## src/hdl/rvIsaPkg.sv

```systemverilog
`default_nettype none

package rvIsaPkg;

    // ****************************************
    // Field widths
    // ****************************************
    localparam int XLen    = 32;
    localparam int RegIdxW = 5;

    typedef logic [XLen-1:0]    xlenT;
    typedef logic [RegIdxW-1:0] regIdxT;

    localparam regIdxT RegZero = '0;  // x0 is hardwired to zero

    // ****************************************
    // Major opcodes
    // ****************************************
    typedef enum logic [6:0] {
        OpReg    = 7'b0110011,
        OpImm    = 7'b0010011,
        OpLoad   = 7'b0000011,
        OpStore  = 7'b0100011,
        OpBranch = 7'b1100011,
        OpJal    = 7'b1101111
    } opcodeT;

    // Arithmetic funct3 codes
    localparam logic [2:0] F3AddSub = 3'b000;  // sub selected by funct7[5]
    localparam logic [2:0] F3Slt    = 3'b010;
    localparam logic [2:0] F3Or     = 3'b110;
    localparam logic [2:0] F3And    = 3'b111;

endpackage

`default_nettype wire

```

## src/hdl/rvCorePkg.sv

```systemverilog
`default_nettype none

package rvCorePkg;

    // ****************************************
    // Control encodings
    // ****************************************
    typedef enum logic [2:0] {
        AluAdd = 3'd0,
        AluSub = 3'd1,
        AluAnd = 3'd2,
        AluOr  = 3'd3,
        AluSlt = 3'd4
    } aluOpT;

    typedef enum logic [1:0] {
        ResAlu = 2'd0,
        ResMem = 2'd1,
        ResPc4 = 2'd2
    } resultSrcT;

    typedef enum logic [1:0] {
        ImmI = 2'd0,
        ImmS = 2'd1,
        ImmB = 2'd2,
        ImmJ = 2'd3
    } immKindT;

    typedef enum logic [1:0] {
        FwdReg = 2'd0,
        FwdWb  = 2'd1,
        FwdMem = 2'd2
    } fwdSelT;

    typedef struct packed {
        logic      regWrite;
        logic      memWrite;
        logic      jump;
        logic      branch;
        logic      aluSrc;     // Immediate as operand B
        resultSrcT resultSrc;
        aluOpT     aluOp;
    } ctrlT;

    // ****************************************
    // Pipeline registers
    // ****************************************
    typedef struct packed {
        rvIsaPkg::xlenT instr;
        rvIsaPkg::xlenT pc;
        rvIsaPkg::xlenT pcPlus4;
    } fetchDecodeT;

    typedef struct packed {
        ctrlT             ctrl;
        rvIsaPkg::xlenT   rd1;
        rvIsaPkg::xlenT   rd2;
        rvIsaPkg::xlenT   pc;
        rvIsaPkg::xlenT   pcPlus4;
        rvIsaPkg::xlenT   imm;
        rvIsaPkg::regIdxT rs1;
        rvIsaPkg::regIdxT rs2;
        rvIsaPkg::regIdxT rd;
    } decodeExecT;

    typedef struct packed {
        logic             regWrite;
        logic             memWrite;
        resultSrcT        resultSrc;
        rvIsaPkg::xlenT   aluResult;
        rvIsaPkg::xlenT   writeData;
        rvIsaPkg::xlenT   pcPlus4;
        rvIsaPkg::regIdxT rd;
    } execMemT;

    typedef struct packed {
        logic             regWrite;
        resultSrcT        resultSrc;
        rvIsaPkg::xlenT   aluResult;
        rvIsaPkg::xlenT   readData;
        rvIsaPkg::xlenT   pcPlus4;
        rvIsaPkg::regIdxT rd;
    } memWbT;

    typedef struct packed {
        fwdSelT forwardA;
        fwdSelT forwardB;
        logic   stallF;
        logic   stallD;
        logic   flushD;
        logic   flushE;
    } hazardT;

    // ****************************************
    // External ports
    // ****************************************
    typedef struct packed {
        logic           valid;
        rvIsaPkg::xlenT addr;   // Word index
        rvIsaPkg::xlenT data;
    } imemLoadT;

    typedef struct packed {
        logic           valid;
        rvIsaPkg::xlenT addr;
        rvIsaPkg::xlenT data;
    } storeT;

    typedef struct packed {
        logic             valid;
        rvIsaPkg::regIdxT rd;
        rvIsaPkg::xlenT   value;
    } retireT;

endpackage

`default_nettype wire

```

## src/hdl/rvHazard.sv

```systemverilog
`timescale 1ns/1ps
`default_nettype none

module rvHazard (
    input  wire rvIsaPkg::regIdxT      rs1,
    input  wire rvIsaPkg::regIdxT      rs2,
    input  wire rvCorePkg::decodeExecT execIn,
    input  wire rvIsaPkg::regIdxT      memRd,
    input  wire logic                  memRegWrite,
    input  wire rvIsaPkg::regIdxT      wbRd,
    input  wire logic                  wbRegWrite,
    input  wire logic                  pcSrc,
    output rvCorePkg::hazardT          hazard
);
    import rvIsaPkg::*;
    import rvCorePkg::*;

    logic loadUse;

    // Memory stage is younger, so it takes priority
    function automatic fwdSelT fwdSelect(input regIdxT src);
        if (src == RegZero) begin
            return FwdReg;
        end else if (memRegWrite && src == memRd) begin
            return FwdMem;
        end else if (wbRegWrite && src == wbRd) begin
            return FwdWb;
        end
        return FwdReg;
    endfunction

    assign loadUse = execIn.ctrl.resultSrc == ResMem && execIn.rd != RegZero
                     && (execIn.rd == rs1 || execIn.rd == rs2);

    assign hazard.forwardA = fwdSelect(execIn.rs1);
    assign hazard.forwardB = fwdSelect(execIn.rs2);
    assign hazard.stallF   = loadUse;
    assign hazard.stallD   = loadUse;
    assign hazard.flushD   = pcSrc;
    assign hazard.flushE   = pcSrc || loadUse;  // Bubble into execute

    always_comb begin
        stallPair: assert (hazard.stallF == hazard.stallD)
            else $error("fetch and decode stall disagree");
    end

endmodule

`default_nettype wire

```

## config.mk

```make
export PLATFORM = sky130hd
export DESIGN_NAME = rvHazard
export DESIGN_NICKNAME = d
export VERILOG_FILES = /design/src/hdl/rvIsaPkg.sv /design/src/hdl/rvCorePkg.sv /design/src/hdl/rvHazard.sv
export SDC_FILE = /design/constraint.sdc
export NUM_CORES = 1
export LEC_CHECK = 0
export ABC_AREA = 1
export BUFFER_PORTS_ARGS = -buffer_cell sky130_fd_sc_hd__buf_2
export CAP_MARGIN = 40
export CORE_AREA = 2 2 83 85
export DETAILED_ROUTE_END_ITERATION = 7
export DIE_AREA = 0 0 85 87
export GPL_TIMING_DRIVEN = 1
export PLACE_DENSITY = 0.61
export RECOVER_POWER = 50
export REMOVE_ABC_BUFFERS = 1
export SLEW_MARGIN = 20
export SYNTH_ARGS = -nofsm -noshare
export SYNTH_HDL_FRONTEND = slang
export SYNTH_SLANG_ARGS = --single-unit
```

## constraint.sdc

```tcl
create_clock -name vclk -period 1.7
set_input_delay 0.17 -clock vclk [all_inputs]
set_output_delay 0.17 -clock vclk [all_outputs]
set_load 0.005 [all_outputs]
```

* Word-level counts from Yosys, hierarchy flattened
Index checks and enable logic that the tools add are counted.
** Storage, ports and cells
- Bits of input ports :: 208
- Register bits :: 0
- Logic and storage cells :: 32
- Output and inout port bits :: 8
** Operators by class
- Equal/unequal tests :: 7
- Mux-type cells :: 14
- Reductions and logical operators :: 11
** Operator list (number)
- $eq A5 B5 Y1 :: 6
- $mux W2 :: 8
- $logic_not A5 Y1 :: 2
- $logic_and A1 B1 Y1 :: 6
- $mux W1 :: 6
- $reduce_bool A5 Y1 :: 1
- $eq A2 B1 Y1 const B :: 1
- $logic_or A1 B1 Y1 :: 2

* Longest topological paths before layout
- Depth after elaboration :: 6
- Mapped depth :: 9
- Depth with buffers taken out :: 8

* Worst setup path after synthesis
OpenSTA, ideal clock, no wires.
- Path type :: input-to-output
- Start :: input execIn[4] (netlist name)
- End :: output hazard[2] (netlist name)
- Data arrival time :: 0.722 ns
- Data required time :: 1.530 ns
- Path buffers :: 1
- Setup slack :: 0.808 ns
- Stages :: 9
- Cells stage by stage :: inv_1 nand2_1 nand2_1 nor2_1 nand3_1 nand2_1 nand2_1 inv_1 buf_4
** On the way
- Word-level cells in the longest chain between the ends :: 3
- Elaborated cells on any way between the ends :: 6
- Those cells by class :: eq/ne: 2; reduce/logical: 4
** Ends and longest elaborated chain
- from (decl) :: line rvHazard.sv:7 : input wire rvCorePkg::decodeExecT execIn,
- $eq A5 B5 Y1 or $reduce_bool A5 Y1 (tied branches) :: line rvHazard.sv:33, rvHazard.sv:32
- $logic_or A1 B1 Y1 or $logic_and A1 B1 Y1 (tied branches) :: line rvHazard.sv:33, rvHazard.sv:32
- $logic_and A1 B1 Y1 (*) :: line rvHazard.sv:33 : && (execIn.rd == rs1 || execIn.rd == rs2);
- to (decl) :: line rvHazard.sv:13 : output rvCorePkg::hazardT hazard
Every way passes the cells marked *; elsewhere a longest branch is shown, timed or not.

==> flow_metrics.env <==
export IMPL_status="finished, final reports clean"
export IMPL_cts_resized=0
export IMPL_avgSynthCellArea_um2=4.40
export IMPL_finalMaxSlewViolations=0
export IMPL_antenna_found_initial=0
export IMPL_fill_cells=772
export IMPL_postLayoutCellArea_um2=908
export IMPL_endpoint="hazard[7]"
export IMPL_end_kind="output pin"
export IMPL_wl_per_cell_um=7.65
export IMPL_critPathLaunchType="input port"
export IMPL_finalCoreUtilization_pct=13.8
export IMPL_cap_violations=0
export IMPL_hold_viol=0
export IMPL_dpl_instance_area_um2=912
export IMPL_critical_path_arrival_ns=1.07
export IMPL_max_stage_delay_ns=0.21
export IMPL_path_class="in2out"
export IMPL_worst_ir_drop_vdd_v=0.0000515
export IMPL_netlist_area_um2=594
export IMPL_grt_util_met1_pct=6.04
export IMPL_gp_congestion=0.873
export IMPL_timing_hold_ws_ns=0.521
export IMPL_slew_headroom_pct=83.3
export IMPL_cts_setup_buffers=0
export IMPL_design_core_area_um2=6570
export IMPL_clock_buffers=0
export IMPL_synth_top_area_share_pct=29.7
export IMPL_drt_first_pass_iters=4
export IMPL_p_per_area_nw_per_um2=192
export IMPL_multiInputGateArea_um2=444
export IMPL_critPathMostFrequentCell="buf_2"
export IMPL_finalSetupViolCount=0
export IMPL_power_leakage_uw=0.000583
export IMPL_start_util_pct=9.05
export IMPL_synthTopCellsByCount="47 x nand2_1, 33 x inv_1, 21 x nor2_1"
export IMPL_synth_fa_ha_area_share_pct=0
export IMPL_yosysSeqAreaShare_pct=0
export IMPL_yosys_area_share_xor_xnor_pct=8.84
export IMPL_die_y_um=87
export IMPL_gr_usage_met2_pct=10.1
export IMPL_dp_hpwl_um=1870
export IMPL_die_area_um2=7400
export IMPL_overflow=0
export IMPL_area_growth_syn_to_layout_pct=52.8
export IMPL_cp_data_required_time_ns=1.53
export IMPL_tightest_slew_ns=0.249
export IMPL_drtIter0Drc=11
export IMPL_remaining_drc_errors=0
export IMPL_yosys_warnings=0
export IMPL_drive_above_1_share_pct=25.6
export IMPL_diodes=0
export IMPL_rows=30
export IMPL_synth_most_common_cell="nand2_1"
export IMPL_wirelength_um=1990
export IMPL_fin_tns_setup_ns=0
export IMPL_gr_usage_met3_pct=1.04
export IMPL_synthTopCellsByArea="nand2_1 30%, inv_1 21%, nor2_1 13%"
export IMPL_die_w_um=85
export IMPL_synth_compound_area_share_pct=9.26
export IMPL_hold_class="in2out"
export IMPL_pin_count=216
export IMPL_grt_max_degree=6
export IMPL_cpMaxStageDelayCell="nor3_1"
export IMPL_post_route_period_util_pct=72.8
export IMPL_port_buffers=48
export IMPL_muxShareOfSynthArea_pct=0
export IMPL_fin_crit_ns=1.24
export IMPL_grt_util_all_layers_pct=5.13
export IMPL_nFlopsAndLatches=0
export IMPL_vias_per_cell=3.51
export IMPL_yosys_area_share_simple_pct=56.6
export IMPL_synthDistinctLibCells=16
export IMPL_fmax_mhz=808
export IMPL_netlist_instances=135
export IMPL_grt_pass1_wl_um=3310
export IMPL_antenna_left=0
export IMPL_grt_pass1_vias=838
export IMPL_vias=913
export IMPL_crit_chain="buf_2, inv_1, o21ai_0, a21oi_1, nand2_1, nor3_1, buf_2"
export IMPL_regArea_um2=0
export IMPL_worstSetupStartpoint="execIn[14]"
export IMPL_path_max_fanout=4
export IMPL_grt_setup_unrepaired="no"
export IMPL_synth_top_area_cell="nand2_1"
export IMPL_nets=390
export IMPL_hold_depth=2
export IMPL_cts_hold_fix_buffers=0
export IMPL_busiest_layer="met2"
export IMPL_synth_top_family_by_area="simple AND/OR/NAND/NOR gates"
==> through the flow <==
step | total power, uW | instances | setup slack [ns]
after global routing | 201 | 260 | 0.279
final | 174 | 260 | 0.462
after floorplan | 87.9 | 132 | 0.873
after global placement | 173 | 260 | 0.412
after detailed placement | 176 | 260 | 0.397
after CTS | 176 | 260 | 0.388
==> worst min-delay path by stage <==
| stage | slack [ns] | to | startpoint |
|---|---|---|---|
| after floorplan | 0.34 | hazard[1] | pcSrc |
| after global placement | 0.52 | hazard[1] | pcSrc |
| after global routing | 0.53 | hazard[1] | pcSrc |
| after CTS | 0.52 | hazard[1] | pcSrc |
| final | 0.52 | hazard[1] | pcSrc |
| after detailed placement | 0.52 | hazard[1] | pcSrc |
==> layout make-up <==
type / instances / area share (%)
Inverter: 34 / 14.0
Multi-Input combinational cell: 98 / 48.9
Tap cell: 80 / 11.0
Timing Repair Buffer: 48 / 26.0
==> critical path, delay by kind of cell <==
family	cells	cell delay [ns]
AND/OR/NAND/NOR	2	0.30
buffers and inverters	3	0.38
AO/OA/AOI/OAI	2	0.21
==> placed cells by master (no fill, tap or decap) <==
| cell | count |
|---|---|
| or2_1 | 1 |
| nand4_1 | 4 |
| xor2_1 | 1 |
| nor2_1 | 21 |
| clkbuf_1 | 3 |
| nand2_1 | 47 |
| nor3_1 | 3 |
| nand3_1 | 7 |
| xnor2_1 | 5 |
| o22ai_1 | 3 |
| o211ai_1 | 1 |
| inv_1 | 33 |
| a21oi_1 | 2 |
| o21ai_0 | 2 |
| inv_2 | 1 |
| o221ai_1 | 1 |
| buf_2 | 45 |
==> per-layer routing <==
| layer | vias to the layer above | routed length (um) |
|---|---|---|
| met5 | - | 0 |
| met1 | 386 | 842 |
| li1 | 491 | - |
| met3 | 0 | 157 |
| met2 | 36 | 990 |
| met4 | 0 | 0 |
==> kinds of logic (layout without fill, tap and decap cells) <==
logic type	after synthesis	after routing
and+or+nand+nor	83	83
xor gates and xnor gates	6	6
AOI/OAI and AO/OA	9	9
buffers and inverters	37	82
==> power by group <==
part           total [uW]  switching [uW]  internal [uW]
Clock                   0               0              0
Combinational         174            94.4           79.6
Sequential              0               0              0
No activity file was read; power rests on OpenSTA's default activity.
