### config.mk
export PLATFORM = sky130hd
export DESIGN_NAME = rvDecode
export DESIGN_NICKNAME = d
export VERILOG_FILES = /design/src/hdl/rvIsaPkg.sv /design/src/hdl/rvCorePkg.sv /design/src/hdl/rvDecode.sv
export SDC_FILE = /design/constraint.sdc
export NUM_CORES = 2
export LEC_CHECK = 0
export BUFFER_PORTS_ARGS = -buffer_cell sky130_fd_sc_hd__buf_2
export CORE_MARGIN = 10
export CORE_UTILIZATION = 29
export CTS_CLUSTER_DIAMETER = 80
export CTS_CLUSTER_SIZE = 25
export DETAILED_ROUTE_END_ITERATION = 8
export PLACE_DENSITY = 0.54
export SYNTH_ARGS = -nofsm -noshare
export SYNTH_HDL_FRONTEND = slang
export SYNTH_SLANG_ARGS = --single-unit
### constraint.sdc
create_clock -name clk -period 15 [get_ports clk]
set_input_delay 3 -clock clk [delete_from_list [all_inputs] [get_ports clk]]
set_output_delay 3 -clock clk [all_outputs]
set_load 0.02 [all_outputs]
### src/hdl/rvIsaPkg.sv
`default_nettype none

package rvIsaPkg;

    // ****************************************
    // Field widths
    // ****************************************
    localparam int XLen    = 32;
    localparam int RegIdxW = 5;

    typedef logic [XLen-1:0]    xlenT;
    typedef logic [RegIdxW-1:0] regIdxT;

    localparam regIdxT RegZero = '0;  // x0 is hardwired to zero

    // ****************************************
    // Major opcodes
    // ****************************************
    typedef enum logic [6:0] {
        OpReg    = 7'b0110011,
        OpImm    = 7'b0010011,
        OpLoad   = 7'b0000011,
        OpStore  = 7'b0100011,
        OpBranch = 7'b1100011,
        OpJal    = 7'b1101111
    } opcodeT;

    // Arithmetic funct3 codes
    localparam logic [2:0] F3AddSub = 3'b000;  // sub selected by funct7[5]
    localparam logic [2:0] F3Slt    = 3'b010;
    localparam logic [2:0] F3Or     = 3'b110;
    localparam logic [2:0] F3And    = 3'b111;

endpackage

`default_nettype wire

### src/hdl/rvCorePkg.sv
`default_nettype none

package rvCorePkg;

    // ****************************************
    // Control encodings
    // ****************************************
    typedef enum logic [2:0] {
        AluAdd = 3'd0,
        AluSub = 3'd1,
        AluAnd = 3'd2,
        AluOr  = 3'd3,
        AluSlt = 3'd4
    } aluOpT;

    typedef enum logic [1:0] {
        ResAlu = 2'd0,
        ResMem = 2'd1,
        ResPc4 = 2'd2
    } resultSrcT;

    typedef enum logic [1:0] {
        ImmI = 2'd0,
        ImmS = 2'd1,
        ImmB = 2'd2,
        ImmJ = 2'd3
    } immKindT;

    typedef enum logic [1:0] {
        FwdReg = 2'd0,
        FwdWb  = 2'd1,
        FwdMem = 2'd2
    } fwdSelT;

    typedef struct packed {
        logic      regWrite;
        logic      memWrite;
        logic      jump;
        logic      branch;
        logic      aluSrc;     // Immediate as operand B
        resultSrcT resultSrc;
        aluOpT     aluOp;
    } ctrlT;

    // ****************************************
    // Pipeline registers
    // ****************************************
    typedef struct packed {
        rvIsaPkg::xlenT instr;
        rvIsaPkg::xlenT pc;
        rvIsaPkg::xlenT pcPlus4;
    } fetchDecodeT;

    typedef struct packed {
        ctrlT             ctrl;
        rvIsaPkg::xlenT   rd1;
        rvIsaPkg::xlenT   rd2;
        rvIsaPkg::xlenT   pc;
        rvIsaPkg::xlenT   pcPlus4;
        rvIsaPkg::xlenT   imm;
        rvIsaPkg::regIdxT rs1;
        rvIsaPkg::regIdxT rs2;
        rvIsaPkg::regIdxT rd;
    } decodeExecT;

    typedef struct packed {
        logic             regWrite;
        logic             memWrite;
        resultSrcT        resultSrc;
        rvIsaPkg::xlenT   aluResult;
        rvIsaPkg::xlenT   writeData;
        rvIsaPkg::xlenT   pcPlus4;
        rvIsaPkg::regIdxT rd;
    } execMemT;

    typedef struct packed {
        logic             regWrite;
        resultSrcT        resultSrc;
        rvIsaPkg::xlenT   aluResult;
        rvIsaPkg::xlenT   readData;
        rvIsaPkg::xlenT   pcPlus4;
        rvIsaPkg::regIdxT rd;
    } memWbT;

    typedef struct packed {
        fwdSelT forwardA;
        fwdSelT forwardB;
        logic   stallF;
        logic   stallD;
        logic   flushD;
        logic   flushE;
    } hazardT;

    // ****************************************
    // External ports
    // ****************************************
    typedef struct packed {
        logic           valid;
        rvIsaPkg::xlenT addr;   // Word index
        rvIsaPkg::xlenT data;
    } imemLoadT;

    typedef struct packed {
        logic           valid;
        rvIsaPkg::xlenT addr;
        rvIsaPkg::xlenT data;
    } storeT;

    typedef struct packed {
        logic             valid;
        rvIsaPkg::regIdxT rd;
        rvIsaPkg::xlenT   value;
    } retireT;

endpackage

`default_nettype wire

### src/hdl/rvDecode.sv
`timescale 1ns/1ps
`default_nettype none

module rvDecode (
    input  wire logic                  clk,
    input  wire logic                  rst,
    input  wire rvCorePkg::fetchDecodeT fetchIn,
    input  wire rvCorePkg::hazardT     hazard,
    input  wire rvCorePkg::retireT     wb,
    output rvCorePkg::decodeExecT      decodeOut,
    output rvIsaPkg::regIdxT           rs1,
    output rvIsaPkg::regIdxT           rs2
);
    import rvIsaPkg::*;
    import rvCorePkg::*;

    xlenT    instr;
    opcodeT  opcode;
    regIdxT  rd;
    ctrlT    ctrl;
    immKindT immKind;
    xlenT    imm;
    xlenT    regs [32];

    assign instr  = fetchIn.instr;
    assign opcode = opcodeT'(instr[6:0]);
    assign rs1    = instr[19:15];
    assign rs2    = instr[24:20];
    assign rd     = instr[11:7];

    function automatic aluOpT aluDecode(input logic [2:0] funct3, input logic isSub);
        case (funct3)
            F3AddSub: return isSub ? AluSub : AluAdd;
            F3Slt:    return AluSlt;
            F3Or:     return AluOr;
            F3And:    return AluAnd;
            default:  return AluAdd;
        endcase
    endfunction

    // ****************************************
    // Control decoding
    // ****************************************
    always_comb begin
        ctrl    = '0;
        immKind = ImmI;
        case (opcode)
            OpReg: begin
                ctrl.regWrite = 1'b1;
                ctrl.aluOp    = aluDecode(instr[14:12], instr[30]);
            end
            OpImm: begin
                ctrl.regWrite = 1'b1;
                ctrl.aluSrc   = 1'b1;
                ctrl.aluOp    = aluDecode(instr[14:12], 1'b0);  // No subi
            end
            OpLoad: begin
                ctrl.regWrite  = 1'b1;
                ctrl.aluSrc    = 1'b1;
                ctrl.resultSrc = ResMem;
            end
            OpStore: begin
                ctrl.memWrite = 1'b1;
                ctrl.aluSrc   = 1'b1;
                immKind       = ImmS;
            end
            OpBranch: begin
                ctrl.branch = 1'b1;
                ctrl.aluOp  = AluSub;   // Zero result means equal
                immKind     = ImmB;
            end
            OpJal: begin
                ctrl.regWrite  = 1'b1;
                ctrl.jump      = 1'b1;
                ctrl.resultSrc = ResPc4;
                immKind        = ImmJ;
            end
            default: ctrl = '0;
        endcase
    end

    // Immediate extension
    always_comb begin
        case (immKind)
            ImmI:    imm = {{20{instr[31]}}, instr[31:20]};
            ImmS:    imm = {{20{instr[31]}}, instr[31:25], instr[11:7]};
            ImmB:    imm = {{20{instr[31]}}, instr[7], instr[30:25], instr[11:8], 1'b0};
            default: imm = {{12{instr[31]}}, instr[19:12], instr[20], instr[30:21], 1'b0};
        endcase
    end

    // ****************************************
    // Register file
    // ****************************************
    always_ff @(posedge clk) begin
        if (wb.valid && wb.rd != RegZero) begin
            regs[wb.rd] <= wb.value;
        end
    end

    // Same-cycle writeback is passed through to the read
    function automatic xlenT readReg(input regIdxT idx);
        if (idx == RegZero) begin
            return '0;
        end else if (wb.valid && wb.rd == idx) begin
            return wb.value;
        end
        return regs[idx];
    endfunction

    // Decode/execute register
    always_ff @(posedge clk or posedge rst) begin
        if (rst) begin
            decodeOut <= '0;
        end else if (hazard.flushE) begin
            decodeOut <= '0;
        end else begin
            decodeOut.ctrl    <= ctrl;
            decodeOut.rd1     <= readReg(rs1);
            decodeOut.rd2     <= readReg(rs2);
            decodeOut.pc      <= fetchIn.pc;
            decodeOut.pcPlus4 <= fetchIn.pcPlus4;
            decodeOut.imm     <= imm;
            decodeOut.rs1     <= rs1;
            decodeOut.rs2     <= rs2;
            decodeOut.rd      <= rd;
        end
    end

    x0ReadsZero: assert property (@(posedge clk) disable iff (rst)
        (rs1 == RegZero) |=> (decodeOut.rd1 == '0))
        else $error("x0 read returned a nonzero value");

endmodule

`default_nettype wire

---- Yosys cells after proc, flatten, opt, wreduce, memory -nomap -nowiden ----
Memory sizes are Yosys's and may differ from the RTL's.
Index checks and enable logic that the tools add are counted.
word-level totals
  bits in writable memories ............... 1024
  output and inout port bits .............. 195
  memories kept ........................... 1
  register bits after elaboration ......... 185
  input port bits ......................... 144
  word-level logic and storage cells ...... 66
operators by class
  reductions and logical operators ........ 10
  muxes and demuxes ....................... 27
  equal/unequal tests ..................... 13
memory list
  memory  words  bits a word  rd ports  clocked after memory_dff  wr ports  RTL line        RTL
  regs    32     32           2         0                         1         rvDecode.sv:23  xlenT regs [32];
operators by type and width
  operator                                             number
  two-way mux 32 bit                                   6
  two-way mux 185 bit                                  1
  case mux 20 bit (3 select lines)                     1
  case mux 3 bit (3 select lines)                      2
  equality test 7 x 6 -> 1 bit, second input constant  2
  equality test 7 bit, second input constant           2
  two-way mux 1 bit                                    14
  case mux 3 bit (4 select lines)                      1
  equality test 5 bit                                  2
  zero test 5 bit                                      2
  equality test 7 x 2 -> 1 bit, second input constant  1
  equality test 7 x 5 -> 1 bit, second input constant  1
  equality test 3 bit, second input constant           2
  case mux 2 bit (3 select lines)                      1
  nonzero test 5 bit                                   1
  case mux 2 bit (2 select lines)                      1
  OR reduction 4 bit                                   1
  equality test 3 x 2 -> 1 bit, second input constant  1
  logical AND 1 bit                                    3
  zero test 3 bit                                      1
  OR reduction 3 bit                                   1
  equality test 2 x 1 -> 1 bit, second input constant  1
  equality test 2 bit, second input constant           1
  zero test 2 bit                                      1

---- Logic depth before layout (Yosys ltp) ----
  depth after elaboration ................. 7
  gate-level depth with buffers ........... 9
  mapped depth without buffers ............ 5

---- Least setup slack after synthesis ----
Ideal clock, no wire load.
  kind .................................... in2out
  from .................................... in fetchIn[79] (netlist bit)
  to ...................................... out rs1[0]
  path slack .............................. 8866 ps
  arrival ................................. 3134 ps
  required time ........................... 12000 ps
  stages .................................. 1
  cell sequence ........................... buf_4
RTL lines
  what         RTL line        RTL
  from (decl)  rvDecode.sv:7   input wire rvCorePkg::fetchDecodeT fetchIn,
  to (decl)    rvDecode.sv:11  output rvIsaPkg::regIdxT rs1,
No word-level cell between the ends.

---- Worst setup path in the final report ----
  from .................................... in fetchIn[82] (netlist bit)
  to ...................................... out rs1[3]
No word-level cell between the ends.

==> metrics.md <==
| Metric | Value |
|---|---|
| CP Capture Type | output port |
| Ys Warns | 0 |
| Synth-to-Final Area Change | 11.8% |
| Hold Path Class | register to register |
| Crit Path Max Fanout | 41 |
| Worst vdd ir | 0.110 mV |
| WL/cell | 29.6 um |
| Starting DRC count in detailed routing | 3341 |
| Standard-cell rows | 159 |
| Clk pin slew, worst setup/hold paths | 0.11 ns |
| Crit path max-delay family | buffers and inverters |
| Num CTS Buffers | 60 |
| Net Sw Frac | 25.7% |
| Clock Path Buffers | 3 |
| Nets@finish | 4046 |
| Initial core utilization | 29.1% |
| Post-placement cell area | 59100 um^2 |
| CP Launch Type | primary input |
| Routed WL | 191 mm |
| Die area | 206000 um^2 |
| Worst Tran Pin Value | 1.19 ns |
| Unrepaired setup endpoints after global routing | false |
| Crit path arrival time | 3.95 ns |
| CP Cell Sequence | buf_2 > buf_4 > buf_2 |
| CP Class | primary input to output port |
| Number of enable flip-flop cells after synthesis | 1024 |
| R2r setup slk | 13.02 ns |
| Syn Std Cell Area | 54700 um^2 |
| MaxCap Viol Count | 0 |
| H-tree depth | 2 |
| Final instance area | 61100 um^2 |
| Max stage delay cell, worst path | buf_4 |
| Max Slew Vio Count | 0 |
| Via count | 34800 |
| Sequential Power Share | 57.8% |
| Hold Path Sink | decodeOut[153] |
| Share of layout cells above drive strength 1 | 18.0% |
| Cts hold-fix bufs | 0 |
| Clock Skews | 0.0372 ns |
| Int Power | 4.78 mW |
| Register area share after synthesis | 64.2% |
| DRT Pass-1 Iters | 6 |
| Setup_tns | 0 ns |
| Highest clock rate | 144 MHz |
| Min-delay src | regs[14][10] |
| Placeable Area | 188000 um^2 |
| Initial antenna violation count | 25 |
| Total GRT Usage | 17.6% |
| Post-Syn Area per Cell | 14.8 um^2 |
| Clk sink count | 1197 |
| Largest net degree at the start of global routing | 124 |
| Global-route wire length before repair | 263 mm |
| R2R depth | 5 |
| Status | completed |
| I/O Pins | 339 |
| Combinational share of power | 11.1% |
| FF-to-FF End | decodeOut[121] |
| CP required | 12.00 ns |
| CTS tree | yes |
| Hold Vio Cnt, Final | 0 |
| NetSw | 1.65 mW |
| Commonest non-fill, non-tap cell in the layout | edfxtp_1 |
| Die W | 454 um |
| Core Util, Final | 32.6% |
| Number of setup violations in the final report | 0 |
| Netlist cell types | 49 |
| Root Buffer | clkbuf_16 |
| Pwr per Cell Area | 105 nW/um^2 |
| Die H | 454 um |
| Critical path's largest stage delay | 0.57 ns |
| Clock Power Share | 31.2% |
| Most frequent CP cell | buf_2 |
| # DRC | 0 |
| Routed Antenna Nets | 0 |
| Worst hold path stage count | 4 |
| Synthesis-stage register bit count | 1197 |
| Clock insertion delay at the later pin of the skew report | 0.74 ns |
| Overflow after GRT | 0 |
| Most frequent cells in the layout | edfxtp_1, mux2i_1, buf_2 |
| Vias in the first global route | 34400 |
| Static leakage | 22.5 nW |
| Crit path time final | 6.95 ns |
| Buffers & Inverters on Critical Path | 3 |
| Final HPWL DP | 113 mm |
| Post-CTS Resized | 0 |
| Mapped Cells | 3690 |
| Main flop type after synthesis | edfxtp_1 |
| Gpl congestion | 0.845 |
| Relative slew slack | 20.6% |
| RR Startpoint | regs[13][10] |
| I/O Buffers | 331 |
| Via-to-Cell Ratio | 5.39 |
| Fin crit share | 46.4% |
| Ys async rst share | 14.5% |
| Setup bufs post-CTS | 0 |
-- metal layers --
layer  global-route usage [%]  wire [um]  vias up
met5                        0         47        -
met4                     6.75       7240        6
met3                     2.51      13200      318
met2                     30.0      93200     1469
met1                     22.6      77200    18200
li1                         -          -    14800
-- through the flow --
step	setup WS, ns	total power, mW	hold WS (ns)	std cells
2_1_floorplan	7.31	4.20	0.712	3721
3_3_place_gp	8.04	4.50	0.770	6335
3_5_place_dp	8.04	4.50	0.791	6335
4_1_cts	8.04	6.48	0.801	6446
5_1_grt	8.01	6.65	0.868	6452
6_report	8.05	6.43	0.782	6455
-- tightest hold or removal path, delay by kind of cell, from the launching register on --
family	cells	cell delay (ns)
AO/OA/AOI/OAI	1	0.21
AND/OR/NAND/NOR	2	0.12
flip-flops	1	0.36
multiplexers	1	0.07
-- Yosys cell counts, drive strengths merged (27+ instances only) --
master  number  share of area, %
mux4       108               4.4
edfxtp    1024                56
o22ai       85               1.0
buf        205               2.2
dfrtp      173               7.9
a22oi      149               2.0
a41oi       27              0.43
nand2      145               1.0
nor2b       96               1.1
o21ai       53              0.49
nand3      162               1.5
clkbuf      98              0.67
a21oi      166               1.5
nor2       162               1.1
or4         38              0.53
mux2i      866                16
-- final cells by class --
| class | instances | area, um^2 |
|---|---|---|
| diodes | 9 | 22.5 |
| clock buffers | 86 | 1670 |
| clock inverters | 25 | 313 |
| fillers | 18300 | 127000 |
| inverters | 4 | 22.5 |
| multi-input cells | 2217 | 18500 |
| flip-flops and latches | 1197 | 35100 |
| well taps | 2495 | 3120 |
| repair buffers | 422 | 2410 |
-- state kept, by name, indices dropped and copies added (netlist names) --
register / count
decodeOut: 173
regs: 1024
-- kinds of logic (layout without fill, tap and decap cells) --
logic type             Yosys count  count (layout)  synth area share (%)
buffers and inverters          307             537                  2.92
other                            1              41               0.00686
multiplexers                   975             975                  20.3
flip-flops                    1197            1197                  64.2
XOR/XNOR                        10              10                 0.160
AND/OR/NAND/NOR                652             652                  5.75
AO/OA/AOI/OAI                  548             548                  6.67
-- worst max path at each step --
stage / startpoint / to / slack (ns) / cells after the start
floorplan: rst / decodeOut[0] / 7.31 / 1
global placement: fetchIn[82] / rs1[3] / 8.04 / 3
detailed placement: fetchIn[82] / rs1[3] / 8.04 / 3
CTS: fetchIn[82] / rs1[3] / 8.04 / 3
global route: fetchIn[82] / rs1[3] / 8.01 / 3
finish: fetchIn[82] / rs1[3] / 8.05 / 3
-- power groups by stage --
stage               Combinational (mW)  Clock (mW)  Sequential, mW
finish                           0.712        2.00            3.71
global route                     0.752        2.18            3.72
CTS                              0.715        2.05            3.72
detailed placement               0.713           0            3.79
global placement                 0.712           0            3.79
floorplan                        0.379           0            3.82
Note: power is estimated with default switching activity, not from simulation.
