[src/hdl/rvIsaPkg.sv]
`default_nettype none

package rvIsaPkg;

    // ****************************************
    // Field widths
    // ****************************************
    localparam int XLen    = 32;
    localparam int RegIdxW = 5;

    typedef logic [XLen-1:0]    xlenT;
    typedef logic [RegIdxW-1:0] regIdxT;

    localparam regIdxT RegZero = '0;  // x0 is hardwired to zero

    // ****************************************
    // Major opcodes
    // ****************************************
    typedef enum logic [6:0] {
        OpReg    = 7'b0110011,
        OpImm    = 7'b0010011,
        OpLoad   = 7'b0000011,
        OpStore  = 7'b0100011,
        OpBranch = 7'b1100011,
        OpJal    = 7'b1101111
    } opcodeT;

    // Arithmetic funct3 codes
    localparam logic [2:0] F3AddSub = 3'b000;  // sub selected by funct7[5]
    localparam logic [2:0] F3Slt    = 3'b010;
    localparam logic [2:0] F3Or     = 3'b110;
    localparam logic [2:0] F3And    = 3'b111;

endpackage

`default_nettype wire

[src/hdl/rvCorePkg.sv]
`default_nettype none

package rvCorePkg;

    // ****************************************
    // Control encodings
    // ****************************************
    typedef enum logic [2:0] {
        AluAdd = 3'd0,
        AluSub = 3'd1,
        AluAnd = 3'd2,
        AluOr  = 3'd3,
        AluSlt = 3'd4
    } aluOpT;

    typedef enum logic [1:0] {
        ResAlu = 2'd0,
        ResMem = 2'd1,
        ResPc4 = 2'd2
    } resultSrcT;

    typedef enum logic [1:0] {
        ImmI = 2'd0,
        ImmS = 2'd1,
        ImmB = 2'd2,
        ImmJ = 2'd3
    } immKindT;

    typedef enum logic [1:0] {
        FwdReg = 2'd0,
        FwdWb  = 2'd1,
        FwdMem = 2'd2
    } fwdSelT;

    typedef struct packed {
        logic      regWrite;
        logic      memWrite;
        logic      jump;
        logic      branch;
        logic      aluSrc;     // Immediate as operand B
        resultSrcT resultSrc;
        aluOpT     aluOp;
    } ctrlT;

    // ****************************************
    // Pipeline registers
    // ****************************************
    typedef struct packed {
        rvIsaPkg::xlenT instr;
        rvIsaPkg::xlenT pc;
        rvIsaPkg::xlenT pcPlus4;
    } fetchDecodeT;

    typedef struct packed {
        ctrlT             ctrl;
        rvIsaPkg::xlenT   rd1;
        rvIsaPkg::xlenT   rd2;
        rvIsaPkg::xlenT   pc;
        rvIsaPkg::xlenT   pcPlus4;
        rvIsaPkg::xlenT   imm;
        rvIsaPkg::regIdxT rs1;
        rvIsaPkg::regIdxT rs2;
        rvIsaPkg::regIdxT rd;
    } decodeExecT;

    typedef struct packed {
        logic             regWrite;
        logic             memWrite;
        resultSrcT        resultSrc;
        rvIsaPkg::xlenT   aluResult;
        rvIsaPkg::xlenT   writeData;
        rvIsaPkg::xlenT   pcPlus4;
        rvIsaPkg::regIdxT rd;
    } execMemT;

    typedef struct packed {
        logic             regWrite;
        resultSrcT        resultSrc;
        rvIsaPkg::xlenT   aluResult;
        rvIsaPkg::xlenT   readData;
        rvIsaPkg::xlenT   pcPlus4;
        rvIsaPkg::regIdxT rd;
    } memWbT;

    typedef struct packed {
        fwdSelT forwardA;
        fwdSelT forwardB;
        logic   stallF;
        logic   stallD;
        logic   flushD;
        logic   flushE;
    } hazardT;

    // ****************************************
    // External ports
    // ****************************************
    typedef struct packed {
        logic           valid;
        rvIsaPkg::xlenT addr;   // Word index
        rvIsaPkg::xlenT data;
    } imemLoadT;

    typedef struct packed {
        logic           valid;
        rvIsaPkg::xlenT addr;
        rvIsaPkg::xlenT data;
    } storeT;

    typedef struct packed {
        logic             valid;
        rvIsaPkg::regIdxT rd;
        rvIsaPkg::xlenT   value;
    } retireT;

endpackage

`default_nettype wire

[src/hdl/rvExecute.sv]
`timescale 1ns/1ps
`default_nettype none

module rvExecute (
    input  wire logic                 clk,
    input  wire logic                 rst,
    input  wire rvCorePkg::decodeExecT execIn,
    input  wire rvCorePkg::hazardT    hazard,
    input  wire rvIsaPkg::xlenT       memFwd,
    input  wire rvCorePkg::retireT    wb,
    output rvCorePkg::execMemT        execOut,
    output logic                      pcSrc,
    output rvIsaPkg::xlenT            pcTarget
);
    import rvIsaPkg::*;
    import rvCorePkg::*;

    xlenT srcA;
    xlenT fwdB;
    xlenT srcB;
    xlenT aluResult;

    function automatic xlenT forwardMux(input fwdSelT sel, input xlenT regVal);
        case (sel)
            FwdMem:  return memFwd;
            FwdWb:   return wb.value;
            default: return regVal;
        endcase
    endfunction

    // ****************************************
    // Operands and ALU
    // ****************************************
    assign srcA = forwardMux(hazard.forwardA, execIn.rd1);
    assign fwdB = forwardMux(hazard.forwardB, execIn.rd2);
    assign srcB = execIn.ctrl.aluSrc ? execIn.imm : fwdB;

    always_comb begin
        case (execIn.ctrl.aluOp)
            AluSub:  aluResult = srcA - srcB;
            AluAnd:  aluResult = srcA & srcB;
            AluOr:   aluResult = srcA | srcB;
            AluSlt:  aluResult = {31'b0, $signed(srcA) < $signed(srcB)};
            default: aluResult = srcA + srcB;
        endcase
    end

    // Branch compare rides on the subtract
    assign pcSrc    = execIn.ctrl.jump || (execIn.ctrl.branch && aluResult == '0);
    assign pcTarget = execIn.pc + execIn.imm;

    // Execute/memory register
    always_ff @(posedge clk or posedge rst) begin
        if (rst) begin
            execOut <= '0;
        end else begin
            execOut.regWrite  <= execIn.ctrl.regWrite;
            execOut.memWrite  <= execIn.ctrl.memWrite;
            execOut.resultSrc <= execIn.ctrl.resultSrc;
            execOut.aluResult <= aluResult;
            execOut.writeData <= fwdB;       // Store data after forwarding
            execOut.pcPlus4   <= execIn.pcPlus4;
            execOut.rd        <= execIn.rd;
        end
    end

endmodule

`default_nettype wire

[config.mk]
export PLATFORM = sky130hd
export DESIGN_NAME = rvExecute
export DESIGN_NICKNAME = d
export VERILOG_FILES = /design/src/hdl/rvIsaPkg.sv /design/src/hdl/rvCorePkg.sv /design/src/hdl/rvExecute.sv
export SDC_FILE = /design/constraint.sdc
export NUM_CORES = 1
export LEC_CHECK = 0
export BUFFER_PORTS_ARGS = -buffer_cell sky130_fd_sc_hd__buf_2
export CORE_MARGIN = 2
export CORE_UTILIZATION = 45
export DETAILED_ROUTE_END_ITERATION = 10
export PLACE_DENSITY_LB_ADDON = 0.3
export SKIP_CTS_REPAIR_TIMING = 1
export SYNTH_ARGS = -nofsm -noshare
export SYNTH_HDL_FRONTEND = slang
export SYNTH_SLANG_ARGS = --single-unit
[constraint.sdc]
create_clock -name clk -period 19.98 [get_ports clk]
set_input_delay 3.996 -clock clk [delete_from_list [all_inputs] [get_ports clk]]
set_output_delay 3.996 -clock clk [all_outputs]
set_load 0.005 [all_outputs]
=== Yosys cells after proc, flatten, opt, wreduce, memory -nomap -nowiden ===
Index checks and enable logic that the tools add are counted.

* Bits in read-only memories: 0
* RAM bits: 0
* Register bits after elaboration: 105
* Memories kept: 0
* Bits in latches: 0
* Output and inout bits: 138

* $lt $le $gt $ge: 1
* Divide/modulo/power cells: 0
* Muxes and demuxes: 4
* Reduce and logical (&&, ||, !) cells: 3
* Bitwise gates (word level): 2
* Equal/unequal tests: 8
* $mul: 0
* Add/subtract/negate cells: 3
* Shift operators: 0

{| class="wikitable"
|+ Operators with widths
! kind !! count
|-
| $pmux 32 s2 || 2
|-
| $pmux 32 s4 || 1
|-
| $add 32x32->32 || 2
|-
| $and 32x32->32 || 1
|-
| $logic_not 32->1 || 1
|-
| $lt 32x32->1 || 1
|-
| $mux 32 || 1
|-
| $or 32x32->32 || 1
|-
| $sub 32x32->32 || 1
|-
| $eq 3x2->1 const B || 2
|-
| $eq 2x1->1 const B || 2
|-
| $eq 2x2->1 const B || 2
|-
| $eq 3x1->1 const B || 1
|-
| $eq 3x3->1 const B || 1
|-
| $logic_and 1x1->1 || 1
|-
| $logic_or 1x1->1 || 1
|}

=== Longest topological paths before layout ===
Gate-level depths: netlist of run 1.

* Depth after elaboration: 8
* Mapped depth: 21
* Gate-level depth less buffers: 20

=== Worst setup path after synthesis of run 1 ===
No wires, ideal clock.

* Path type: input to output
* From: in hazard[4] (netlist name)
* To: out pcSrc
* Buffers on the path: 2
* Stages: 20
* Arrival time: 8.768 ns
* Data required time: 15.984 ns
* Slack: 7.216 ns
* Cell sequence: inv_1 -> ha_1 -> clkbuf_1 -> clkbuf_1 -> a21oi_1 -> o21ai_0 -> ha_1 -> inv_1 -> fa_1 -> xor2_1 -> a21oi_1 -> o221ai_1 -> o21ai_0 -> or4b_1 -> or4b_1 -> nor4_1 -> nand4b_1 -> or4b_1 -> or4_1 -> o31ai_1

* Longest elaborated chain between the ends: 8

{| class="wikitable"
|+ RTL lines
! element !! line !! text
|-
| from (decl) || rvExecute.sv:8 || <nowiki>input wire rvCorePkg::hazardT hazard,</nowiki>
|-
| $eq 2x1->1 or $eq 2x2->1 (tied branches) || rvExecute.sv:24 || <nowiki>case (sel)</nowiki>
|-
| $pmux 32 s2 * || rvExecute.sv:24 ||
|-
| $mux 32 * || rvExecute.sv:36 || <nowiki>assign srcB = execIn.ctrl.aluSrc ? execIn.imm : fwdB;</nowiki>
|-
| $add 32x32->32, or another cell as far along || rvExecute.sv:44 || <nowiki>default: aluResult = srcA + srcB;</nowiki>
|-
| $pmux 32 s4 * || rvExecute.sv:39 || <nowiki>case (execIn.ctrl.aluOp)</nowiki>
|-
| named net aluResult[2] || rvExecute.sv:21 || <nowiki>xlenT aluResult;</nowiki>
|-
| $logic_not 32->1 * || rvExecute.sv:49 || <nowiki>assign pcSrc = execIn.ctrl.jump || (execIn.ctrl.branch && aluResult == '0);</nowiki>
|-
| $logic_and 1x1->1 * || rvExecute.sv:49 ||
|-
| $logic_or 1x1->1 * || rvExecute.sv:49 ||
|-
| to (decl) || rvExecute.sv:12 || <nowiki>output logic pcSrc,</nowiki>
|}

Mark *: on every way through the listed nets, which the timed path passes. The rest lies on a longest branch.

=== Worst setup path after layout of run 1 ===
Ends and elaborated chain as after synthesis.

==> results.txt, run 1 <==
- TritonCTS built the clock tree.
* Count of boundary I/O pins: 403
- Largest net degree at the start of global routing: 65
* Critical path arrival: 10.32 ns
- The most used flip-flop cell after synthesis is dfrtp_1.
* Worst setup SP type: input pin
- The share of synthesized area in the top cell type comes to around a quarter.
* Die X: 161.1 um
- Remaining antenna violation count: 0
* Place WS: 5.843 ns
- Dividing the detail-routed wire length by the instance count gives approximately 20 um.
* Count of warnings emitted by yosys: 0
* Peak supply drop: between 30 and 40 uV
- Leakage power summed over all cells: just under 7 nW
- The number of antenna violations at the first check in global routing came to 4.
- For this run, the top clock speed supported by timing is 69.84 MHz.
* DRC violation total after the first TritonRoute iteration: 1,232
* Final net count: about 2,200
* Sum Neg Setup Slack: 0 ns
* Most flop-heavy register: execOut
- Seq pwr share: 27.4%
- Setup violations remaining at the end of the flow were counted as 0.
* Switching portion of total power: 43.53%
- The tree is rooted in a clkbuf_16.
- The worst pin sits at a relative slew slack of approximately a fifth.
- The core region is 24,250 um2.
- Clock-pin slew of the registers on the worst-case setup and hold paths: 0.09 ns
- Summing every instance area after synthesis gives 11,100 um2.
- Effective utilization at floorplan: 45.79%
* IO Port Bufs: around 380
- Overall track demand over capacity in global routing: 30.77%
* Sequential-to-total area share from yosys stat: 23.66%
- Share of post-route cells with drive strength above 1: 24.29%
- Fraction of power consumed by the clock network: 19.9%
* Net Switching: 0.0003951 W
- Chip Height: 161.1 um
- DPL Wire Length: 32,750 um
- Detailed Routing Iterations Pass 1: 8
* Average cell area after synthesis: 7.606 um2
- Number of standard cells after synthesis: between 1,000 and 1,500
* Final-layout fill cell count: between 2,000 and 2,500
- Max FO, Critical Path: 63
* MaxCap Viol Count: 0
- Number of levels the H-tree was split into: 3
- Across all setup checks in the final design, the least slack found is 5.662 ns.
- Number of flops mapped to enable cells by yosys: 0
* Minimum clock period after layout: 14.32 ns
- Final Hold Fails: 0
* Biggest regs: execOut (105)
- For this run the aggregate overflow at the end of global routing stands at 0.
- Routed wire length: 41,170 um
- Counting every sink on the clock net gives between 100 and 150.
* Full die area: 25,950 um2
- Area overhead of the layout relative to synthesis: 21.87%
* Kind of critical path: input pin to output pin
- Post-synthesis cell type with the largest combined area: dfrtp_1
- Max-slew violations: 0
- Global-route wire length before repair: 63,380 um
- For the worst setup path, the data required time is 15.98 ns.
- Hold timing on the final database bottoms out at a slack of 3.678 ns.
- The netlist uses 74 different library cells.
* Total vias in the final route: between 10,000 and 15,000
* Critical Path Sink Type: output pin
* Buffers from clock root to sink, at most: 2
- Proportion of synthesized flip-flops having asynchronous set or reset: 100.0%
- Yosys attributes the largest share of cell area to dfrtp_1 24%, ha_1 15%, o21ai_0 5.7%, inv_1 5.1%, a21oi_1 4.6%.
- In this run the core area contains 57 standard-cell rows.
* Portion of the clock cycle consumed by the worst path in the final layout: around 70%
* Overall power after layout: ~0.0009 W
- The register with the most flip-flops in the layout has roughly 110 of them.
* Worst hold-check path type: input pin to async pin
- Final Core Density: 55.81%
- Status: finished clean
- Area of the multi-input gates: ~7600 um2
- At the pin with the least slew margin, the transition time is 1.180 ns.
* Number of flip-flops and latches in the synthesized netlist: ~110
- Cell-internal power: 0.0005127 W
- Vias per inst: 5.944
- Per report_power, the combinational group accounts for 52.7% of the total.
- The sequential cells in the finished layout cover a total of around 2600 um2.
- The number of clock buffers added by TritonCTS is 9.
* Via count of the first global-routing pass: between 10,000 and 15,000
- Setup repair after global routing left no endpoint under its margin.
- The number of nets in the synthesized netlist is 1,859.
- Placer congestion estimate: just under 1
- After detailed routing, the number of remaining DRC violations is 0.
- Ratio of total power to cell area: 67.08 nW/um2
## synth_stat cells (9+ instances only)
master    instances
o21ai_0         126
o22ai_1          14
a21oi_1         103
nand2_1         136
o21bai_1         13
nor2b_1          15
clkbuf_1         73
nand3_1          23
a211oi_1         17
a22oi_1          67
dfrtp_1         105
o31ai_1           9
o211ai_1         25
a21o_1           33
a221oi_1         12
a31oi_1          10
o21a_1           11
nor2_1          117
inv_1           152
nand2b_1         25
xnor2_1          25
ha_1            131
nor3_1           33
## routing by layer
layer | track usage (%) | share of wire (%) | vias up
li1 | - | - | 5904
met1 | 41.92 | 43 | 5878
met2 | 47.54 | 44 | 721
met3 | 6.600 | 10 | 82
met4 | 12.46 | 3.6 | 4
met5 | 0 | 0.058 | -
## stage by stage
stage                     cell area [um2]  std cells
after global routing                13530       2117
after detailed placement            13250       2100
after CTS                           13530       2115
after floorplan                     11100       1460
after global placement              13250       2100
final                               13530       2118
## power groups by stage
stage,logic [W],clock network [W],registers (W)
after CTS,0.000468,0.000185,0.000249
after global routing,0.000526,0.000194,0.000252
after floorplan,0.000295,0,0.000259
after detailed placement,0.000465,0,0.000254
final,0.000478,0.000180,0.000249
after global placement,0.000460,0,0.000253
## path summary, 6_finish.rpt
| check | slack [ns] | startpoint | to |
|---|---|---|---|
| min in group clk | 3.74 | execIn[77] | execOut[35] |
| max in group asynchronous | 15.07 | rst | execOut[52] |
| min | 3.68 | rst | execOut[90] |
| max | 5.66 | hazard[4] | pcSrc |
## kinds of logic (layout without fill, tap and decap cells)
logic type	count (synthesis)	count (layout)	share of synthesized area [%]
XOR/XNOR	34	34	2.817
AO/OA/AOI/OAI	531	531	32.04
buffers and inverters	232	563	7.876
flip-flops	105	105	23.66
AND/OR/NAND/NOR	416	416	17.58
adder cells (fa/ha/maj)	134	134	15.30
other	0	3	0
multiplexers	8	8	0.7212
## placed cells by master, fill, tap and decap left out, types with 8 or more instances in the layout
cell	Yosys	layout
a211o_1	8	8
a211oi_1	17	17
a21o_1	33	33
a21oi_1	103	103
a221oi_1	12	12
a22oi_1	67	67
a31oi_1	10	10
buf_2	3	382
buf_4	0	14
clkbuf_16	0	9
dfrtp_1	105	105
ha_1	131	129
inv_1	152	151
mux2i_1	8	8
nand2_1	136	136
nand2b_1	25	25
nand3_1	23	23
nor2_1	117	117
nor2b_1	15	15
nor3_1	33	33
o211ai_1	25	25
o21a_1	11	11
o21ai_0	126	126
o21bai_1	13	13
o22ai_1	14	14
o31ai_1	9	9
or2_2	8	8
or3_1	8	8
xnor2_1	25	25
## final cells by class
cell class / instances / share of cell area, %
Multi-Input combinational cell: 1123 / 56.33
Clock inverter: 6 / 0.3976
Clock buffer: 9 / 1.664
Timing Repair Buffer: 396 / 14.90
Inverter: 152 / 4.234
Sequential cell: 105 / 19.42
Tap cell: 324 / 2.996
Antenna cell: 3 / 0.05547
## critical path: stages
cell and delay [ns]:
buf_2 0.09, inv_1 0.04, ha_2 0.30, buf_4 0.49, a21oi_1 0.29, o21ai_0 0.55, inv_1 0.26, fa_1 0.51
nand2b_1 0.19, a211oi_1 0.27, o21ai_1 0.21, a21oi_1 0.42, o2111ai_1 0.36, a2111oi_0 0.72, or3_1 0.21, nand3_1 0.08
or4_1 0.39, or4_1 0.54, o31ai_1 0.21, buf_2 0.15
Note: power is estimated with default switching activity, not from simulation.
==> run 2: changes to the inputs <==
ABC_AREA = 1   (was default)
clock period = 11.75 ns   (was 19.98 ns; I/O delays follow)
==> results.txt, run 2 <==
- Clock-pin slew was measured on the worst setup and hold paths at around 0.08 ns.
- Largest net degree at the start of global routing: 65
* TritonCTS clock tree: yes
- For this design the ratio of total power to cell area is 121.5 nW/um2.
* Remaining DRCs: 0
- The first global-routing pass estimated 72,940 um of wire.
* Top post-synthesis cells by area: dfrtp_1 22%, nand2_1 15%, ha_1 14%, inv_1 11%, nand3_1 5.9%
* Worst setup SP type: input pin
* Share of post-route cells with drive strength above 1: 19.08%
* Overall power after layout: 0.001764 W
- Most common library cell in the layout ignoring fill and taps: nand2_1
- Net Count, Synth: 2,319
* Final number of setup-violating endpoints: 0
* Data required time of the worst path: 9.40 ns
* Critical Path Max Stage Delay: a little over 0.6 ns
- Die X: between 150 and 200 um
- Number of placement rows: 60
- Number of flip-flops and latches in the synthesized netlist: ~110
- Via count of the first global-routing pass: 13,590
- For this block, the routed nets add up to between 40,000 and 50,000 um of wire.
* Sum Neg Setup Slack: 0 ns
- Across the run, the number of max-cap violations was 0.
- The worst path uses 79.18% of the clock period.
- The most common cell in the synthesized netlist is nand2_1.
- Worst Max-Slew Pin Slew: about 1.1 ns
- Data arrives at the worst endpoint at just under 7 ns.
* DRC violation total after the first TritonRoute iteration: 1,397
* Master of the slowest instance on the critical path: o21ai_0
* Cell family contributing the most delay on the critical path: simple AND/OR/NAND/NOR gates
* Count of boundary I/O pins: approximately 400
- Count of warnings emitted by yosys: 0
* Max Freq: 107.5 MHz
* Average cell area after synthesis: 6.309 um2
- Number of library cell types mapped by synthesis: 43
* Largest register FFs: 105
- Buffers inserted during clock tree synthesis total 9.
* Post-detailed-route wirelength per cell: 18.42 um
* Commonest non-fill, non-tap cells in the layout: 500 x nand2_1, 382 x buf_2, 342 x inv_1, 188 x nor2_1, 142 x nand3_1
* Remaining antenna violation count: 0
- Chip Height: 168.1 um
- Number of levels the H-tree was split into: 3
- The number of antenna violations at the first check in global routing was 9.
- The max-slew violation count is 0.
- Status: finished clean
- Across all layers, the routed design uses 14,320 vias.
* Area fraction of the dominant cell type after synthesis: 21.69%
- The worst hold path belongs to the class input pin to async pin.
- Of the synthesized area, sequential elements account for ~22%.
* Peak supply drop: roughly 67 uV
- Biggest regs: execOut (105)
- Number of standard cells after synthesis: about 1,900
- Most flop-heavy register: execOut
- Overflow after GRT: 0
- Most repeated library cell on the critical path: nand2_1
- Leakage power summed over all cells: roughly 8.4 nW
- Final Hold Fails: 0
- Vias per inst: 5.474
* IO Port Bufs: 382
- Post-synthesis cell type with the largest combined area: dfrtp_1
- Cell area after synthesis: 12,110 um2
* Detailed Routing Iterations Pass 1: 7
- At the end of routability-driven placement, the weighted congestion stood at 1.030.
- Buffer and inverter count on the worst path: 7
- The longest clock path from root to sink contains 2 buffers.
- Worst slew margin: 29.67%
* Effective utilization at floorplan: around 45%
* Full die area: 28,250 um2
- Minimum clock period after layout: 9.303 ns
* Leading register cell type out of synthesis: dfrtp_1
* Unrepaired setup endpoints after global routing: no
- Final-layout fill cell count: 2,759
- Overall track demand over capacity in global routing: ~33%
- Number of flops mapped to enable cells by yosys: 0
* DPL Wire Length: 40,510 um
- Relative to the synthesized area, the layout overhead comes to 19.83%.
- Num Clock Sinks: 105
- Max FO, Critical Path: 33
- Core box area: 26,730 um2
* Critical Path Sink Type: output pin
- Synth top cells by count: 500 x nand2_1, 343 x inv_1, 188 x nor2_1
* Kind of critical path: input pin to output pin
- Cell at the root of the clock tree: clkbuf_16
* Final net count: 2,663
* Proportion of synthesized flip-flops having asynchronous set or reset: 100.0%
## run 2: cell families after synthesis
family / Yosys count / share of synthesized area, %
adder cells (fa/ha/maj): 134 / 14.03
buffers and inverters: 409 / 13.58
flip-flops: 105 / 21.69
XOR/XNOR: 33 / 2.386
AO/OA/AOI/OAI: 352 / 18.06
AND/OR/NAND/NOR: 887 / 30.26
## run 2: area by class of cell
class	instances	area (um2)	share of cell area, %
multi-input combinational	1406	7845	54.05
sequential	105	2628	18.10
clock inverter	6	57.56	0.3965
antenna	6	15.01	0.1034
clock buffer	10	229.0	1.577
inverter	347	1305	8.991
timing repair buffer	395	2009	13.84
tap	341	426.7	2.939
## run 2: metrics by stage
stage          utilization [%]  setup slack, ns  hold slack (ns)  area, um2  cells
2_1_floorplan                -            3.827            2.381      12110   1920
3_3_place_gp             53.18            2.577            2.458      14210   2594
3_5_place_dp             53.18            2.498            2.459      14210   2594
4_1_cts                  54.26            2.494            2.070      14500   2610
5_1_grt                  54.28            1.922            2.073      14510   2613
6_report                 54.31            2.447            2.073      14520   2616
## run 2: power by group
group	switching [W]	internal [W]	leakage [nW]
clock	0.000179	0.000151	0.142
combinational	0.000668	0.000341	7.02
sequential	0.0000121	0.000414	1.24
## run 2: path summary, 6_finish.rpt
check / start / cells after the start / slack [ns] / endpoint
min in group clk: execIn[52] / 1 / 2.08 / execOut[10]
worst min-delay path: rst / 2 / 2.07 / execOut[26]
worst max-delay path: hazard[4] / 27 / 2.45 / pcSrc
max in group asynchronous: rst / 3 / 8.54 / execOut[53]
## run 2: routing by layer
metal / wire length [um] / GRT usage [%] / vias to the layer above
li1: - / - / 6876
met1: 20520 / 44.54 / 6591
met2: 21400 / 54.33 / 736
met3: 4522 / 5.830 / 110
met4: 1691 / 11.84 / 8
met5: 48 / 0 / -
==> run 3: changes to the inputs <==
ABC_AREA = 0   (was 1)
clock period = 7.7 ns   (was 11.75 ns; I/O delays follow)
==> results.txt, run 3 (synthesized netlist as in run 1, its figures left out) <==
- Post-detailed-route wirelength per cell: ~19 um
- The critical path goes through buf_2, inv_1, ha_4, buf_4, a22oi_1, nor2_1, a21oi_1, o21ai_0, buf_4, ha_1, inv_1, buf_4, o211a_4, o21ai_4, buf_4, o41a_1, a2111oi_4, a32oi_2, nor4_1, or4b_4, or4_4, o31ai_2, buf_2.
- Full die area: 25,950 um2
* Number of placement rows: 57
* Highest routing layer actually used: met5
- Clock-pin slew of the registers on the worst-case setup and hold paths: 0.09 ns
- The setup path with the least slack is of type input pin to output pin.
* Leakage power summed over all cells: 8.359 nW
* Max FO, Critical Path: 11
- The share of total power dissipated in combinational logic is between 50% and 60%.
* Biggest regs: execOut (105)
- Cell area after layout: roughly 16,000 um2
- Net switching is 41.53% of the power.
* Routed met3 length: 4540 um
* Critical path arrival: 6.45 ns
- Vias per inst: 5.684
- CTS buffer count: 9
- Effective utilization at floorplan: approximately 46%
- After detailed routing, the number of remaining DRC violations is 0.
- In the final design database the tool counted 2,476 nets.
- DP Cell Count: roughly 2,400
- Global-route wire length before repair: 68,050 um
- Setup violations remaining at the end of the flow were counted as 1.
* Num Clock Sinks: approximately 110
- Max Freq: 125.2 MHz
* Largest register FFs: roughly 110
- After routing, the total negative slack on setup checks comes to -0.2851 ns.
* Overall track demand over capacity in global routing: between 30% and 40%
- execOut holds more flip-flops than any other register.
* Seq pwr share: 23.0%
- Once layout is complete, the cells apart from fillers number 2,408.
* Area overhead of the layout relative to synthesis: 46.21%
- Buffers from clock root to sink, at most: 2
- Net Switching: approximately 0.0012 W
- The number of global-route vias before repair is 12,710.
- In this run, the number of DRC markers left after iteration 0 of detailed routing was about 1,300.
* Ratio of total power to cell area: roughly 170 nW/um2
* TritonCTS clock tree: yes
- The number of antenna violations at the first check in global routing came to 3.
* Final Hold Fails: 0
- The max-slew violation count is 0.
* Most common library cell in the layout ignoring fill and taps: buf_2
- The root buffer cell chosen for the clock tree is clkbuf_16.
* Peak supply drop: between 100 and 150 uV
* Most repeated library cell on the critical path: buf_4
* Count of boundary I/O pins: 403
- Violated checks: setup timing
- STA classifies the critical path startpoint as an input pin.
- Minimum clock period after layout: 7.985 ns
- Headroom to the max-slew limit came out at a little over half.
- Chip Height: 161.1 um
- Commonest non-fill, non-tap cells in the layout: 382 x buf_2, 300 x buf_4, 151 x inv_1, 136 x nand2_1, 122 x ha_1
* Routed wire length: ~45,000 um
- Once routing completed, OpenROAD measured the worst setup slack at -0.2851 ns.
- Setup repair after global routing could not meet its margin everywhere.
- Worst Max-Slew Pin Slew: 0.6952 ns
- The run finished, with violations left.
- Cell-internal power: 0.001642 W
* IO Port Bufs: ~380
- The min-delay analysis places its worst path in the category input pin to async pin.
* Place WS: -0.6446 ns
* Critical Path Max Stage Delay: 0.51 ns
- Total vias in the final route: approximately 14,000
- Per report_power, the clock group accounts for around 17% of the total.
- The detailed router put a total of roughly 19,000 um of wire on met1.
* Amount of wire on met2 after detailed routing: 20,210 um
- Final-layout fill cell count: 2,154
- Entering global routing, the biggest net connects 55 pins.
- Overflow after GRT: 0
- Master of the slowest instance on the critical path: or4b_4
- The detail route stage leaves a number of antenna-violating nets equal to 0.
- STA classifies the critical path endpoint as an output pin.
* Final Core Density: 66.96%
- DPL Wire Length: roughly 36,000 um
- The core region is 24,250 um2.
* Detailed Routing Iterations Pass 1: 6
- Cells with a size suffix above 1 make up 38.47% of the layout.
- At the end of routability-driven placement, the weighted congestion stood at 0.9769.
- Data on the critical path is required at its endpoint by 6.16 ns.
- Number of levels the H-tree was split into: 3
* Post-Place Cell Area: between 15,000 and 20,000 um2
- Of the available clock period, the critical path in the final layout requires 103.7%.
* MaxCap Viol Count: 0
* Die X: approximately 160 um
-- run 3: layer usage --
| layer | global-route usage, % | vias up |
|---|---|---|
| li1 | - | 6492 |
| met1 | 44.55 | 6370 |
| met2 | 52.61 | 743 |
| met3 | 7.653 | 79 |
| met4 | 9.172 | 2 |
| met5 | 0 | - |
-- run 3: stage by stage --
stage	hold WS (ns)	total power (W)
2_1_floorplan	1.571	0.001439
3_3_place_gp	1.647	0.002156
3_5_place_dp	1.649	0.002184
4_1_cts	1.269	0.002672
5_1_grt	1.261	0.002987
6_report	1.260	0.002808
-- run 3: cell type report --
type	instances	area (um2)	share of cell area, %
repair buffers	686	4227	26.03
flip-flops and latches	105	2628	16.18
multi-input cells	1123	8112	49.96
clock inverters	6	57.56	0.3545
clock buffers	10	229.0	1.410
well taps	324	405.4	2.497
diodes	2	5.005	0.03083
inverters	152	573.1	3.530
-- run 3: worst max path at each step --
| stage | startpoint | end | slack (ns) | depth (start not counted) |
|---|---|---|---|---|
| detailed placement | hazard[4] | pcSrc | -0.64 | 21 |
| global route | hazard[4] | pcSrc | -0.51 | 23 |
| finish | hazard[5] | pcSrc | -0.29 | 23 |
| floorplan | hazard[4] | pcSrc | 0.02 | 19 |
| global placement | hazard[4] | pcSrc | -0.62 | 21 |
| CTS | hazard[4] | pcSrc | -0.64 | 21 |
-- run 3: power by group through the flow --
stage	Clock (W)	Combinational (W)	Sequential, W
global route	0.000517	0.00182	0.000654
finish	0.000483	0.00168	0.000646
floorplan	0	0.000767	0.000672
detailed placement	0	0.00153	0.000657
global placement	0	0.00150	0.000656
CTS	0.000491	0.00153	0.000646
-- run 3: worst max-delay path, delay by kind of cell --
| kind | cells | cell delay (ns) |
|---|---|---|
| AOI/OAI and AO/OA | 9 | 2.02 |
| and+or+nand+nor | 4 | 1.30 |
| adders and majority gates | 2 | 0.52 |
| buffers and inverters | 8 | 1.05 |
